<file path="src/decode_defs.svh">
`ifndef DECODE_DEFS_SVH
`define DECODE_DEFS_SVH

// datapath widths
`define DEC_XLEN    32
`define DEC_PC_W    30
`define DEC_REG_W   5
`define DEC_EXCP_W  4

// major opcodes, instruction bits [6:2]
`define DEC_OPC_LOAD     5'b00000
`define DEC_OPC_STORE    5'b01000
`define DEC_OPC_OP       5'b01100
`define DEC_OPC_OPIMM    5'b00100
`define DEC_OPC_LUI      5'b01101
`define DEC_OPC_AUIPC    5'b00101
`define DEC_OPC_JAL      5'b11011
`define DEC_OPC_JALR     5'b11001
`define DEC_OPC_BRANCH   5'b11000
`define DEC_OPC_SYSTEM   5'b11100
`define DEC_OPC_MISCMEM  5'b00011

// exception causes
`define DEC_EXCP_ILLEGAL     4'd2
`define DEC_EXCP_BREAK       4'd3
`define DEC_EXCP_ECALL_BASE  4'd8   // plus privilege level

`endif
</file>
<file path="src/decode_pkg.sv">
`default_nettype none
`include "decode_defs.svh"

package decode_pkg;

    typedef struct packed {
        logic [6:0]             funct7;
        logic [`DEC_REG_W-1:0]  rs2;
        logic [`DEC_REG_W-1:0]  rs1;
        logic [2:0]             funct3;
        logic [`DEC_REG_W-1:0]  rd;
        logic [6:0]             opcode;
    } r_fmt_t;

    typedef struct packed {
        logic [11:0]            imm;
        logic [`DEC_REG_W-1:0]  rs1;
        logic [2:0]             funct3;
        logic [`DEC_REG_W-1:0]  rd;
        logic [6:0]             opcode;
    } i_fmt_t;

    typedef struct packed {
        logic [6:0]             imm_hi;
        logic [`DEC_REG_W-1:0]  rs2;
        logic [`DEC_REG_W-1:0]  rs1;
        logic [2:0]             funct3;
        logic [4:0]             imm_lo;
        logic [6:0]             opcode;
    } s_fmt_t;

    typedef struct packed {
        logic                   imm12;
        logic [5:0]             imm10_5;
        logic [`DEC_REG_W-1:0]  rs2;
        logic [`DEC_REG_W-1:0]  rs1;
        logic [2:0]             funct3;
        logic [3:0]             imm4_1;
        logic                   imm11;
        logic [6:0]             opcode;
    } b_fmt_t;

    typedef struct packed {
        logic [19:0]            imm;
        logic [`DEC_REG_W-1:0]  rd;
        logic [6:0]             opcode;
    } u_fmt_t;

    typedef struct packed {
        logic                   imm20;
        logic [9:0]             imm10_1;
        logic                   imm11;
        logic [7:0]             imm19_12;
        logic [`DEC_REG_W-1:0]  rd;
        logic [6:0]             opcode;
    } j_fmt_t;

    // one instruction word, viewed in the format its opcode selects
    typedef union packed {
        r_fmt_t r;
        i_fmt_t i;
        s_fmt_t s;
        b_fmt_t b;
        u_fmt_t u;
        j_fmt_t j;
    } rv_instr_u;

    typedef struct packed {
        logic [1:0]             btype;     // 00 cond, 01 indirect, 10 jump, 11 ret
        logic [1:0]             bm_pred;   // bimodal counter
        logic [`DEC_PC_W-1:0]   target;
        logic                   vld;
        logic                   idx;       // predicted slot
        logic                   way;
    } btb_pred_t;

    typedef struct packed {
        logic [2*`DEC_XLEN-1:0] instr;
        logic [`DEC_PC_W-1:0]   pc;
        btb_pred_t              btb;
        logic                   excp_vld;
        logic [`DEC_EXCP_W-1:0] excp_code;
    } fetch_bundle_t;

    typedef struct packed {
        logic [4:0]             alu_type;  // auipc, lui, jalr, jal, alu
        logic [6:0]             alu_opcode;
        logic                   alu_imm;
    } alu_ctl_t;

    typedef struct packed {
        logic [4:0]             ios_type;  // load, store, csr, fence, reserved
        logic [2:0]             ios_opcode;
    } ios_ctl_t;

    typedef struct packed {
        logic                   port;      // 1 = in-order scheduler
        logic                   dnagn;
        alu_ctl_t               alu;
        ios_ctl_t               ios;
        logic [3:0]             special;   // csr write, mret, fence.i, wfi
        logic [`DEC_REG_W-1:0]  rs1;
        logic [`DEC_REG_W-1:0]  rs2;
        logic [`DEC_REG_W-1:0]  dest;
        logic [`DEC_XLEN-1:0]   imm;
        logic [2:0]             reg_props; // rd written, rs1 used, rs2 used
        logic                   excp_valid;
        logic [`DEC_EXCP_W-1:0] excp_code;
    } dec_uop_t;

endpackage

`default_nettype wire

</file>
<file path="src/decode_stage.sv">
`timescale 1ns/10ps
`default_nettype none
`include "decode_defs.svh"

module decode_stage (
    input  wire logic                       cpu_clk_i,
    input  wire logic                       arst_n_i,
    input  wire logic                       flush_i,
    input  wire logic                       priv_m_i,
    input  wire logic                       tw_i,
    input  wire logic                       icache_idle_i,
    input  wire logic                       icache_valid_i,
    input  wire decode_pkg::fetch_bundle_t  fetch_i,
    output logic                            busy_o,
    input  wire logic                       rn_busy_i,
    output decode_pkg::dec_uop_t            ins0_o,
    output decode_pkg::dec_uop_t            ins1_o,
    output logic                            ins1_valid_o,
    output logic [`DEC_PC_W-1:0]            pc_o,
    output decode_pkg::btb_pred_t           btb_o,
    output logic                            valid_o,
    output logic                            branch_correction_flush_o,
    output logic [`DEC_PC_W-1:0]            branch_correction_pc_o
);
    import decode_pkg::*;

    logic          buf_valid;
    fetch_bundle_t buf_bundle;
    rv_instr_u     slot0_word;
    rv_instr_u     slot1_word;
    dec_uop_t      uop0, uop1;
    logic          br0, br1;
    logic          ins1_valid, correction, pending;
    logic          bundle_load;

    fetch_skid_buffer u_skid (
        .cpu_clk_i    (cpu_clk_i),
        .arst_n_i     (arst_n_i),
        .flush_i      (flush_i | branch_correction_flush_o),
        .in_valid_i   (icache_valid_i),
        .in_bundle_i  (fetch_i),
        .out_busy_i   (rn_busy_i),
        .out_valid_o  (buf_valid),
        .out_bundle_o (buf_bundle),
        .busy_o       (busy_o)
    );

    // odd pc starts the pair at the upper word
    assign slot0_word  = buf_bundle.pc[0] ? buf_bundle.instr[63:32] : buf_bundle.instr[31:0];
    assign slot1_word  = buf_bundle.instr[63:32];
    assign bundle_load = buf_valid & !rn_busy_i;

    rv_slot_decoder u_dec0 (
        .instr_i           (slot0_word),
        .fetch_excp_vld_i  (buf_bundle.excp_vld),
        .fetch_excp_code_i (buf_bundle.excp_code),
        .priv_m_i          (priv_m_i),
        .tw_i              (tw_i),
        .uop_o             (uop0),
        .is_branch_o       (br0)
    );

    rv_slot_decoder u_dec1 (
        .instr_i           (slot1_word),
        .fetch_excp_vld_i  (buf_bundle.excp_vld),
        .fetch_excp_code_i (buf_bundle.excp_code),
        .priv_m_i          (priv_m_i),
        .tw_i              (tw_i),
        .uop_o             (uop1),
        .is_branch_o       (br1)
    );

    branch_check u_bchk (
        .cpu_clk_i                 (cpu_clk_i),
        .arst_n_i                  (arst_n_i),
        .flush_i                   (flush_i),
        .bundle_valid_i            (buf_valid),
        .bundle_load_i             (bundle_load),
        .pc_i                      (buf_bundle.pc),
        .btb_i                     (buf_bundle.btb),
        .slot_branch_i             ({br1, br0}),
        .icache_idle_i             (icache_idle_i),
        .rn_busy_i                 (rn_busy_i),
        .ins1_valid_o              (ins1_valid),
        .correction_o              (correction),
        .busy_pending_o            (pending),
        .branch_correction_flush_o (branch_correction_flush_o),
        .branch_correction_pc_o    (branch_correction_pc_o)
    );

    always_ff @(posedge cpu_clk_i or negedge arst_n_i) begin
        if (!arst_n_i) begin
            valid_o <= 1'b0;
        end else if (flush_i | branch_correction_flush_o) begin
            valid_o <= 1'b0;
        end else if (!rn_busy_i) begin
            valid_o <= buf_valid & !pending & !correction;   // bubble when buffer empty
        end
    end

    always_ff @(posedge cpu_clk_i) begin
        if (bundle_load) begin
            ins0_o       <= uop0;
            ins1_o       <= uop1;
            ins1_valid_o <= ins1_valid;
            pc_o         <= buf_bundle.pc;
            btb_o        <= buf_bundle.btb;
        end
    end

endmodule

`default_nettype wire

</file>
<file path="src/branch_check.sv">
`timescale 1ns/10ps
`default_nettype none
`include "decode_defs.svh"

module branch_check (
    input  wire logic                   cpu_clk_i,
    input  wire logic                   arst_n_i,
    input  wire logic                   flush_i,
    input  wire logic                   bundle_valid_i,
    input  wire logic                   bundle_load_i,
    input  wire logic [`DEC_PC_W-1:0]   pc_i,
    input  wire decode_pkg::btb_pred_t  btb_i,
    input  wire logic [1:0]             slot_branch_i,
    input  wire logic                   icache_idle_i,
    input  wire logic                   rn_busy_i,
    output logic                        ins1_valid_o,
    output logic                        correction_o,
    output logic                        busy_pending_o,
    output logic                        branch_correction_flush_o,
    output logic [`DEC_PC_W-1:0]        branch_correction_pc_o
);
    logic                 taken;
    logic [1:0]           predicted;
    logic [1:0]           decoded;
    logic                 mismatch;
    logic                 capture;
    logic                 pending_q;
    logic [`DEC_PC_W-1:0] pc_q;

    assign taken = btb_i.btype[1] | btb_i.bm_pred[1];
    // slot 1 dies on an odd pc or a taken slot-0 branch leaving the pair
    assign ins1_valid_o = !pc_i[0] & !(btb_i.vld & !btb_i.idx & taken &
                                       (btb_i.target != {pc_i[`DEC_PC_W-1:1], 1'b1}));

    assign predicted = {btb_i.vld & btb_i.idx & ins1_valid_o, btb_i.vld & !btb_i.idx};
    assign decoded   = {slot_branch_i[1] & ins1_valid_o, slot_branch_i[0]};
    assign mismatch  = |(predicted & ~decoded);

    assign correction_o = bundle_valid_i & mismatch;
    assign capture      = !flush_i & !pending_q & bundle_load_i & mismatch;

    always_ff @(posedge cpu_clk_i or negedge arst_n_i) begin
        if (!arst_n_i) begin
            pending_q <= 1'b0;
        end else if (flush_i | branch_correction_flush_o) begin
            pending_q <= 1'b0;
        end else if (capture) begin
            pending_q <= 1'b1;
        end
    end

    always_ff @(posedge cpu_clk_i) begin
        if (capture) begin
            pc_q <= pc_i;
        end
    end

    assign busy_pending_o            = pending_q;
    assign branch_correction_flush_o = pending_q & icache_idle_i & !flush_i & !rn_busy_i;
    assign branch_correction_pc_o    = pc_q;

endmodule

`default_nettype wire

</file>
<file path="src/rv_slot_decoder.sv">
`timescale 1ns/10ps
`default_nettype none
`include "decode_defs.svh"

module rv_slot_decoder (
    input  wire decode_pkg::rv_instr_u      instr_i,
    input  wire logic                       fetch_excp_vld_i,
    input  wire logic [`DEC_EXCP_W-1:0]     fetch_excp_code_i,
    input  wire logic                       priv_m_i,   // 1 = machine mode
    input  wire logic                       tw_i,
    output decode_pkg::dec_uop_t            uop_o,
    output logic                            is_branch_o
);
    logic [4:0]           opc;
    logic [2:0]           f3;
    logic [6:0]           f7;
    logic [24:0]          sys_bits;
    logic                 is_load, is_store, is_op, is_opimm, is_lui, is_auipc;
    logic                 is_jal, is_jalr, is_branch, is_sys, is_fence, is_fencei;
    logic                 is_ecall, is_ebreak, is_mret, is_wfi, is_csr;
    logic                 op_ok, opimm_ok, sys_ok, illegal, priv_illegal;
    logic [`DEC_XLEN-1:0] imm_i, imm_s, imm_b, imm_u, imm_j;

    assign opc      = instr_i.r.opcode[6:2];
    assign f3       = instr_i.r.funct3;
    assign f7       = instr_i.r.funct7;
    assign sys_bits = instr_i[31:7];

    assign is_load   = opc == `DEC_OPC_LOAD;
    assign is_store  = opc == `DEC_OPC_STORE;
    assign is_op     = opc == `DEC_OPC_OP;
    assign is_opimm  = opc == `DEC_OPC_OPIMM;
    assign is_lui    = opc == `DEC_OPC_LUI;
    assign is_auipc  = opc == `DEC_OPC_AUIPC;
    assign is_jal    = opc == `DEC_OPC_JAL;
    assign is_jalr   = (opc == `DEC_OPC_JALR) & (f3 == 3'b000);
    assign is_branch = opc == `DEC_OPC_BRANCH;
    assign is_sys    = opc == `DEC_OPC_SYSTEM;
    assign is_fence  = (opc == `DEC_OPC_MISCMEM) & (f3 == 3'b000);
    assign is_fencei = (opc == `DEC_OPC_MISCMEM) & (f3 == 3'b001);

    assign is_ecall  = is_sys & (sys_bits == 25'h0000000);
    assign is_ebreak = is_sys & (sys_bits == 25'h0002000);
    assign is_mret   = is_sys & (sys_bits == 25'h0604000);
    assign is_wfi    = is_sys & (sys_bits == 25'h020a000);
    assign is_csr    = is_sys & (f3[1:0] != 2'b00);

    // sub and sra are the only alternate encodings in rv32i
    assign op_ok    = (f7 == 7'b0000000) |
                      ((f7 == 7'b0100000) & ((f3 == 3'b000) | (f3 == 3'b101)));
    assign opimm_ok = (f3 == 3'b001) ? (f7 == 7'b0000000) :
                      (f3 == 3'b101) ? ((f7 == 7'b0000000) | (f7 == 7'b0100000)) : 1'b1;
    assign sys_ok   = is_ecall | is_ebreak | is_mret | is_wfi | is_csr;

    assign illegal = !(&instr_i.r.opcode[1:0]) |
                     !(is_lui | is_auipc | is_jal | is_jalr | is_fence | is_fencei |
                       (is_op & op_ok) | (is_opimm & opimm_ok) |
                       (is_branch & !(f3[1] & !f3[2])) |      // 010, 011 unused
                       (is_load & !(&f3[2:1])) |
                       (is_store & (f3 <= 3'b010)) |
                       sys_ok);
    assign priv_illegal = !priv_m_i & (is_mret | (is_wfi & tw_i));

    assign imm_i = {{20{instr_i.i.imm[11]}}, instr_i.i.imm};
    assign imm_s = {{20{instr_i.s.imm_hi[6]}}, instr_i.s.imm_hi, instr_i.s.imm_lo};
    assign imm_b = {{20{instr_i.b.imm12}}, instr_i.b.imm11, instr_i.b.imm10_5,
                    instr_i.b.imm4_1, 1'b0};
    assign imm_u = {instr_i.u.imm, 12'h000};
    assign imm_j = {{12{instr_i.j.imm20}}, instr_i.j.imm19_12, instr_i.j.imm11,
                    instr_i.j.imm10_1, 1'b0};

    always_comb begin
        uop_o.port = !(is_jal | is_jalr | is_auipc | is_lui | is_op | is_opimm | is_branch);
        uop_o.dnagn = is_fencei | is_mret | is_wfi;
        uop_o.alu.alu_type = {is_auipc, is_lui, is_jalr, is_jal, is_op | is_opimm};
        if (is_op | is_opimm) begin
            uop_o.alu.alu_opcode = {3'b000, f7[5] & (is_op | (f3 == 3'b101)), f3};
        end else begin
            uop_o.alu.alu_opcode = {4'b0000, f3};
        end
        uop_o.alu.alu_imm = is_opimm;
        uop_o.ios.ios_type = {is_load, is_store, is_csr, is_fence, 1'b0};
        uop_o.ios.ios_opcode = f3;
        uop_o.special = {is_csr & ((instr_i.r.rs1 != '0) | f3[2]), is_mret, is_fencei, is_wfi};
        uop_o.rs1 = instr_i.r.rs1;
        uop_o.rs2 = instr_i.r.rs2;
        uop_o.dest = instr_i.r.rd;
        if (is_opimm | is_jalr | is_load | is_sys) begin
            uop_o.imm = imm_i;
        end else if (is_store) begin
            uop_o.imm = imm_s;
        end else if (is_lui | is_auipc) begin
            uop_o.imm = imm_u;
        end else if (is_jal) begin
            uop_o.imm = imm_j;
        end else if (is_branch) begin
            uop_o.imm = imm_b;
        end else begin
            uop_o.imm = '0;
        end
        uop_o.reg_props[2] = (is_op | is_opimm | is_load | is_jal | is_jalr | is_auipc |
                              is_lui | is_csr) & (instr_i.r.rd != '0);
        uop_o.reg_props[1] = !(is_ecall | is_ebreak | is_mret | is_wfi |
                               is_auipc | is_lui | is_jal);
        uop_o.reg_props[0] = is_op | is_branch | is_store;
        uop_o.excp_valid = fetch_excp_vld_i | illegal | priv_illegal | is_ecall | is_ebreak;
        if (fetch_excp_vld_i) begin
            uop_o.excp_code = fetch_excp_code_i;
        end else if (illegal | priv_illegal) begin
            uop_o.excp_code = `DEC_EXCP_ILLEGAL;
        end else if (is_ecall) begin
            uop_o.excp_code = `DEC_EXCP_ECALL_BASE | {2'b00, priv_m_i, priv_m_i};
        end else begin
            uop_o.excp_code = `DEC_EXCP_BREAK;
        end
    end

    assign is_branch_o = is_jal | is_jalr | is_branch;

endmodule

`default_nettype wire

</file>
<file path="src/fetch_skid_buffer.sv">
`timescale 1ns/10ps
`default_nettype none

module fetch_skid_buffer (
    input  wire logic                       cpu_clk_i,
    input  wire logic                       arst_n_i,
    input  wire logic                       flush_i,
    input  wire logic                       in_valid_i,
    input  wire decode_pkg::fetch_bundle_t  in_bundle_i,
    input  wire logic                       out_busy_i,
    output logic                            out_valid_o,
    output decode_pkg::fetch_bundle_t       out_bundle_o,
    output logic                            busy_o
);
    import decode_pkg::*;

    fetch_bundle_t skid_q;
    logic          full_q;
    logic          store;

    // capture only when the consumer stalls a bundle arriving at an empty buffer
    assign store = !full_q & in_valid_i & out_busy_i;

    always_ff @(posedge cpu_clk_i or negedge arst_n_i) begin
        if (!arst_n_i) begin
            full_q <= 1'b0;
        end else if (flush_i) begin
            full_q <= 1'b0;
        end else if (full_q) begin
            if (!out_busy_i) begin
                full_q <= 1'b0;   // drained
            end
        end else if (store) begin
            full_q <= 1'b1;
        end
    end

    always_ff @(posedge cpu_clk_i) begin
        if (store) begin
            skid_q <= in_bundle_i;
        end
    end

    assign out_valid_o  = full_q | in_valid_i;
    assign out_bundle_o = full_q ? skid_q : in_bundle_i;  // pass-through when empty
    assign busy_o       = full_q;

endmodule

`default_nettype wire

</file>
<file path="config.mk">
export PLATFORM = sky130hd
export DESIGN_NAME = decode_stage
export DESIGN_NICKNAME = d
export VERILOG_FILES = /design/src/decode_pkg.sv /design/src/decode_stage.sv /design/src/branch_check.sv /design/src/rv_slot_decoder.sv /design/src/fetch_skid_buffer.sv
export VERILOG_INCLUDE_DIRS = /design/src
export SDC_FILE = /design/constraint.sdc
export NUM_CORES = 1
export LEC_CHECK = 0
export ABC_AREA = 0
export BUFFER_PORTS_ARGS = -buffer_cell sky130_fd_sc_hd__buf_2
export CELL_PAD_IN_SITES_DETAIL_PLACEMENT = 1
export CELL_PAD_IN_SITES_GLOBAL_PLACEMENT = 1
export CORE_UTILIZATION = 37
export CTS_CLUSTER_DIAMETER = 100
export DETAILED_ROUTE_END_ITERATION = 8
export HOLD_SLACK_MARGIN = 0.05
export PLACE_DENSITY_LB_ADDON = 0.08
export SLEW_MARGIN = 0
export SYNTH_ARGS = -nofsm -noshare
export SYNTH_HDL_FRONTEND = slang
export SYNTH_SLANG_ARGS = --single-unit
</file>
<file path="constraint.sdc">
create_clock -name cpu_clk_i -period 7.2 [get_ports cpu_clk_i]
set_input_delay 0.36 -clock cpu_clk_i [delete_from_list [all_inputs] [get_ports cpu_clk_i]]
set_output_delay 0.36 -clock cpu_clk_i [all_outputs]
set_load 0.02 [all_outputs]
</file>
## Yosys cells after proc, flatten, opt, wreduce, memory -nomap -nowiden

Index checks and enable logic that the tools add are counted.

- Input bits: 144
- Register bits after elaboration: 399
- Output and inout port bits: 265
- Logic and storage cells: 329

- Reductions and logical operators: 43
- Equal/unequal tests: 34
- Bitwise logic cells: 166
- Mux-type cells: 30
- $lt $le $gt $ge: 2

Operators with widths:

| kind | number |
|---|---|
| $mux W32 | 11 |
| $mux W136 | 1 |
| $or A1 B1 Y1 | 105 |
| $and A1 B1 Y1 | 59 |
| $eq A25 B14 Y1 const B | 2 |
| $eq A25 B22 Y1 const B | 2 |
| $eq A25 B23 Y1 const B | 2 |
| $logic_not A25 Y1 | 2 |
| $eq A5 B5 Y1 const B | 8 |
| $eq A5 B4 Y1 const B | 6 |
| $ne A30 B30 Y1 | 1 |
| $mux W4 | 6 |
| $logic_not A1 Y1 | 23 |
| $eq A5 B3 Y1 const B | 4 |
| $reduce_bool A5 Y1 | 4 |
| $eq A7 B6 Y1 const B | 2 |
| $logic_not A7 Y1 | 2 |
| $mux W1 | 12 |
| $eq A5 B2 Y1 const B | 2 |
| $logic_not A5 Y1 | 2 |
| $reduce_and A2 Y1 | 4 |
| $eq A3 B1 Y1 const B | 2 |
| $eq A3 B3 Y1 const B | 2 |
| $le A3 B2 Y1 const B | 2 |
| other kinds (6) | 9 |

## Logic depth before layout (Yosys ltp)

- Word-level depth: 20
- Mapped depth: 13
- Depth with buffers taken out: 10

## Hierarchy

Synthesis repeated with hierarchy kept, for this count alone.

- Cells, all modules: 1051
- Area, all modules: 17008.8 sq um

Modules (own cells, without submodules):

| module | area each (sq um) | seq. area each (sq um) | cells an instance | times used |
|---|---|---|---|---|
| decode_stage | 7413.4 | 6991.7 | 274 | 1 |
| fetch_skid_buffer | 5825.6 | 4108.9 | 292 | 1 |
| rv_slot_decoder | 1228.7 | 0.0 | 202 | 2 |
| branch_check | 1312.5 | 925.9 | 81 | 1 |

## Worst setup path after synthesis

Ideal clock, no wire load.

- Path type: register -> register
- Start point: register u_skid.full_q, in the netlist u_skid.busy_o
- End point: register btb_o[0] (netlist name) (enable)
- Required time: 6631 ps
- Slack: 433 ps
- Data arrival time: 6199 ps
- Library setup time: 569 ps
- Period minus slack after synthesis: 6767 ps
- Cell stages (with the launch flop): 12
- Buffers on the path: 8
- Cells stage by stage: dfrtp_1 -> buf_6 -> buf_6 -> buf_8 -> buf_6 -> buf_6 -> buf_4 -> buf_2 -> buf_4 -> nor2_1 -> or2_1 -> inv_1

- Longest elaborated chain between the ends: 2

Ends and longest elaborated chain:

| what | RTL line | RTL |
|---|---|---|
| from (decl) | fetch_skid_buffer.sv:18 | `logic full_q;` |
| from (signal assigned) | fetch_skid_buffer.sv:26 | `full_q <= 1'b0;` |
| from (signal assigned) | fetch_skid_buffer.sv:28 | `full_q <= 1'b0;` |
| from (signal assigned) | fetch_skid_buffer.sv:31 | `full_q <= 1'b0;` |
| $or A1 B1 Y1 | fetch_skid_buffer.sv:44 | `assign out_valid_o = full_q \| in_valid_i;` |
| $and A1 B1 Y1 | decode_stage.sv:51 | `assign bundle_load = buf_valid & !rn_busy_i;` |
| net bundle_load | decode_stage.sv:34 | `logic bundle_load;` |
| to (signal assigned) | decode_stage.sv:107 | `btb_o <= buf_bundle.btb;` |
| to (decl) | decode_stage.sv:20 | `output decode_pkg::btb_pred_t btb_o,` |

The timed path passes the listed nets, and every way through them passes these cells.
A chain may end at the register's enable or synchronous reset.

## Worst setup path in the final report

- Start point: register u_skid.full_q, in the netlist u_skid.busy_o
- End point: register u_bchk.pc_q[5], in the netlist u_bchk.branch_correction_pc_o[5] (enable)

- Elaborated cells on any way between the ends: 35
- Those cells by class: eq/ne: 7; mux: 2; bitwise: 20; reduce/logical: 6

RTL lines:

| what | RTL line | RTL |
|---|---|---|
| $mux W136 | fetch_skid_buffer.sv:45 | `assign out_bundle_o = full_q ? skid_q : in_bundle_i;` |
| $mux W32 | decode_stage.sv:49 | `assign slot0_word = buf_bundle.pc[0] ? buf_bundle.instr[63:32] : buf_bundle.instr[31:0];` |
| $eq A5 B5 Y1 (no line) | -- |  |
| net u_dec0.is_jal | rv_slot_decoder.sv:19 | `logic is_jal, is_jalr, is_branch, is_sys, is_fence, is_fencei;` |
| $or A1 B1 Y1 (2 in series) | rv_slot_decoder.sv:118 | `assign is_branch_o = is_jal \| is_jalr \| is_branch;` |
| $not A2 Y2 | branch_check.sv:37 | `assign mismatch = \|(predicted & ~decoded);` |
| $and A2 B2 Y2 | branch_check.sv:37 |  |
| $reduce_or A2 Y1 | branch_check.sv:37 |  |
| $and A1 B1 Y1 | branch_check.sv:40 | `assign capture = !flush_i & !pending_q & bundle_load_i & mismatch;` |
| net u_bchk.capture | branch_check.sv:26 | `logic capture;` |
| to (signal assigned) | branch_check.sv:54 | `pc_q <= pc_i;` |
| to (decl) | branch_check.sv:28 | `` logic [`DEC_PC_W-1:0] pc_q; `` |

The timed path passes the listed nets, and every way through them passes these cells.

==> out/metrics.csv <==
stage;metric;value;unit
detailed_routing;route.detailed.drc;0;
sta;skew;22.52;ps
synth;synth_commonest_cells;383 x edfxtp_1, 89 x nor2_1, 78 x mux2_2;
detailed_routing;first_iter_violations;843;
synth;async_reset_ff_frac;0.007772;
worst_setup_path;path_class;reg2reg;
global_routing;met2_usage;0.3692;
sta;tightest_slew;1189;ps
detailed_routing;drt_pass1_iterations;5;
placement;dpl_cell_area;19770;um2
synth;ys_seq_elements;386;
worst_setup_path;endpoint_kind;flop;
floorplanning;io_pins;409;
clock_network;root_buffer;clkbuf_16;
sta;period_needed;4887;ps
cells_and_area;syn2layout_area_growth;29.62;%
global_routing;grtUsageTotal;0.2342;
cells_and_area;fin_area;22420;um2
synth;synth_sequential_area_ratio;0.6691;
detailed_routing;num_vias;12280;
synth;syn_avg_cell_area;14.59;um2
power;p_int;4.069;mW
sta;final_max_slew_viol_count;0;
sta;rsz0062_at_grt;no;
worst_setup_path;crit_fanout;47;
clock_network;cts_buffers;44;
synth;synth_warnings;0;
job;drv_cap;0;
power;switchingPower;1.456;mW
clock_network;cts_hold_buf;133;
synth;yosys.area.top_type;edfxtp_1;
clock_network;cts_setup_buffers;0;
clock_network;cts_sinks;386;
worst_setup_path;crit_chain;mux2i_4 > inv_1 > nor3_1 > nor2_1 > nand2_1 > inv_2 > a211oi_1 > a31oi_1 > nor4_2 > buf_4;
worst_setup_path;arrival;5090;ps
detailed_routing;wirelength;56290;um
floorplanning;dieArea;47630;um2
global_routing;busiest_layer;met2;
worst_setup_path;critical_path_required;7410;ps
global_routing;antenna_found_initial;6;
synth;ys_dominant_reg_cell;edfxtp_1;
global_routing;grt_pass1_wl;82280;um
floorplanning;row_count;78;
power;switching_share;0.2635;
floorplanning;core;45770;um2
placement;port_buffers;400;
placement;hpwl;40600;um
synth;synth_most_common_cell;edfxtp_1;
sta;final.setup.tns;0;ps
sta;hold_viol;0;
power;sequentialPowerShare;0.484;
floorplanning;initial_core_util;0.3780;
clock_network;cts_tree;yes;
synth;syn_inst;1186;
global_routing;grt_use_met3;0.04830;
synth;synth.area.top_cells;edfxtp_1 66%, mux2_2 5.1%, mux2i_1 2.3%, nor2_1 1.9%, o21ai_0 1.4%;
power;leakagePower;8.341;nW
cells_and_area;final_nets;1868;
power;peakVddDrop;0.1998;mV
global_routing;first_global_vias;12720;
power;power_density;246.4;nW/um2
clock_network;clkTransAtPathRegs;70;ps
synth;ys_types;94;
sta;period_share;0.6787;
floorplanning;chipHeight;218.2;um
sta;slew_headroom;0.2056;
synth;synth_area;17300;um2
detailed_routing;ant_nets;0;
power;clkPwrFrac;0.380;
synth;synth_edf_count;383;
clock_network;htree_levels;2;
detailed_routing;routedWlPerCell;23.84;um
sta;fmax;204.6;MHz
power;pwr-share-comb;0.136;
global_routing;grt_max_degree;134;
global_routing;met1_usage;0.3282;
global_routing;grt_overflow;0;
placement;gp_congestion;0.8593;
synth;synth_top_area_share;0.6648;
placement;dp.cells;2145;
cells_and_area;drive_gt1_frac;0.3576;
worst_setup_path;cp-start-kind;flop;
detailed_routing;viasPerCell;5.201;
cells_and_area;final_cells;2361;
worst_hold_path;hp-class;in2reg;
floorplanning;die_width;218.2;um
clock_network;clkLatencyLatePin;580;ps
worst_setup_path;max_stage_delay;910;ps
worst_setup_path;cp_slowest_cell;mux2i_4;
clock_network;clockBufferDepth;3;
sta;finalSetupViolations;0;
clock_network;ctsResizeCount;0;
status;status;complete, no violations;
==> registers in the layout, summed over array words and instances (netlist names) <==
register,cells
ins0_o,75
valid_o,1
u_bchk.busy_pending_o,1
ins1_o,74
u_skid.busy_o,1
pc_o,30
u_bchk.branch_correction_pc_o,30
btb_o,37
u_skid.skid_q,136
ins1_valid_o,1
==> cell families (layout without fill, tap and decap cells) <==
logic type	count (synthesis)	count (layout)	synth area share
xor gates and xnor gates	37	37	0.01873
DFF	386	386	0.6691
muxes	136	136	0.09279
AOI/OAI and AO/OA	207	207	0.08115
other	1	10	0.0002168
and+or+nand+nor	314	314	0.1021
buffers and inverters	105	671	0.03587
==> worst max-delay path: cells and delay by family (launching register included) <==
kind / cells / cell delay (ps)
and+or+nand+nor: 4 / 740
buffers and inverters: 3 / 1190
AOI/OAI and AO/OA: 2 / 830
DFF: 1 / 780
muxes: 1 / 910
==> area by class of cell <==
class,count,area (um2)
Antenna cell,2,5.005
Timing Repair Buffer,546,3443
Tap cell,600,750.7
Clock inverter,27,158.9
Clock buffer,54,1160
Fill cell,4702,23350
Multi-Input combinational cell,702,5154
Inverter,44,172.7
Sequential cell,386,11580
==> power groups by stage <==
stage | Sequential, mW | Combinational [mW] | Clock [mW]
2_1_floorplan | 2.82 | 0.321 | 0
3_3_place_gp | 2.72 | 0.689 | 0
5_1_grt | 2.68 | 0.807 | 2.23
6_report | 2.67 | 0.754 | 2.10
4_1_cts | 2.67 | 0.758 | 2.15
3_5_place_dp | 2.72 | 0.695 | 0
==> stage by stage <==
step                        util  setup slack (ps)  hold slack, ps  power [mW]
final                     0.4899              2313           93.59       5.525
after global routing      0.4899              2051           63.97       5.721
after CTS                 0.4898              2286           54.81       5.579
after detailed placement  0.4319              2331           173.1       3.413
after global placement    0.4319              2392           176.8       3.404
after floorplan                -             432.6           64.41       3.145
==> final timing paths <==
kind                                         from  slack [ps]  cells after the start                                to
worst max-delay path                u_skid.busy_o        2310                     10  u_bchk.branch_correction_pc_o[5]
worst min-delay path                 fetch_i[110]          90                      1                u_skid.skid_q[110]
worst max register to register      u_skid.busy_o        2310                     10  u_bchk.branch_correction_pc_o[5]
worst min register to register  u_skid.skid_q[38]         550                      1                         btb_o[33]
max in group asynchronous                arst_n_i        6870                      2                     u_skid.busy_o
min in group asynchronous                arst_n_i         180                      2                           valid_o
==> cell usage in the layout (no fill, tap or decap), types with 11 or more instances in the layout <==
master and instances:
nand3_1 19, mux2i_1 39, clkbuf_16 45, inv_1 34, dlygate4sd3_1 133, nor2_1 89, xor2_1 15, xnor2_1 22
nor3_1 31, o21ai_2 16, nand2b_1 13, buf_2 400, mux2_2 78, nand2_1 45, o22ai_1 17, o21ai_0 47
nor3b_1 20, buf_4 12, clkinv_1 15, nor4_1 14, a21oi_1 30, edfxtp_1 383, o21ai_1 17, and3b_1 11
==> routing by layer <==
metal / routed length [um] / share of wire
met1: 25540 / 0.45
met2: 26260 / 0.47
met3: 3275 / 0.058
met4: 1154 / 0.021
met5: 56 / 0.00099
No activity file was read; power rests on OpenSTA's default activity.
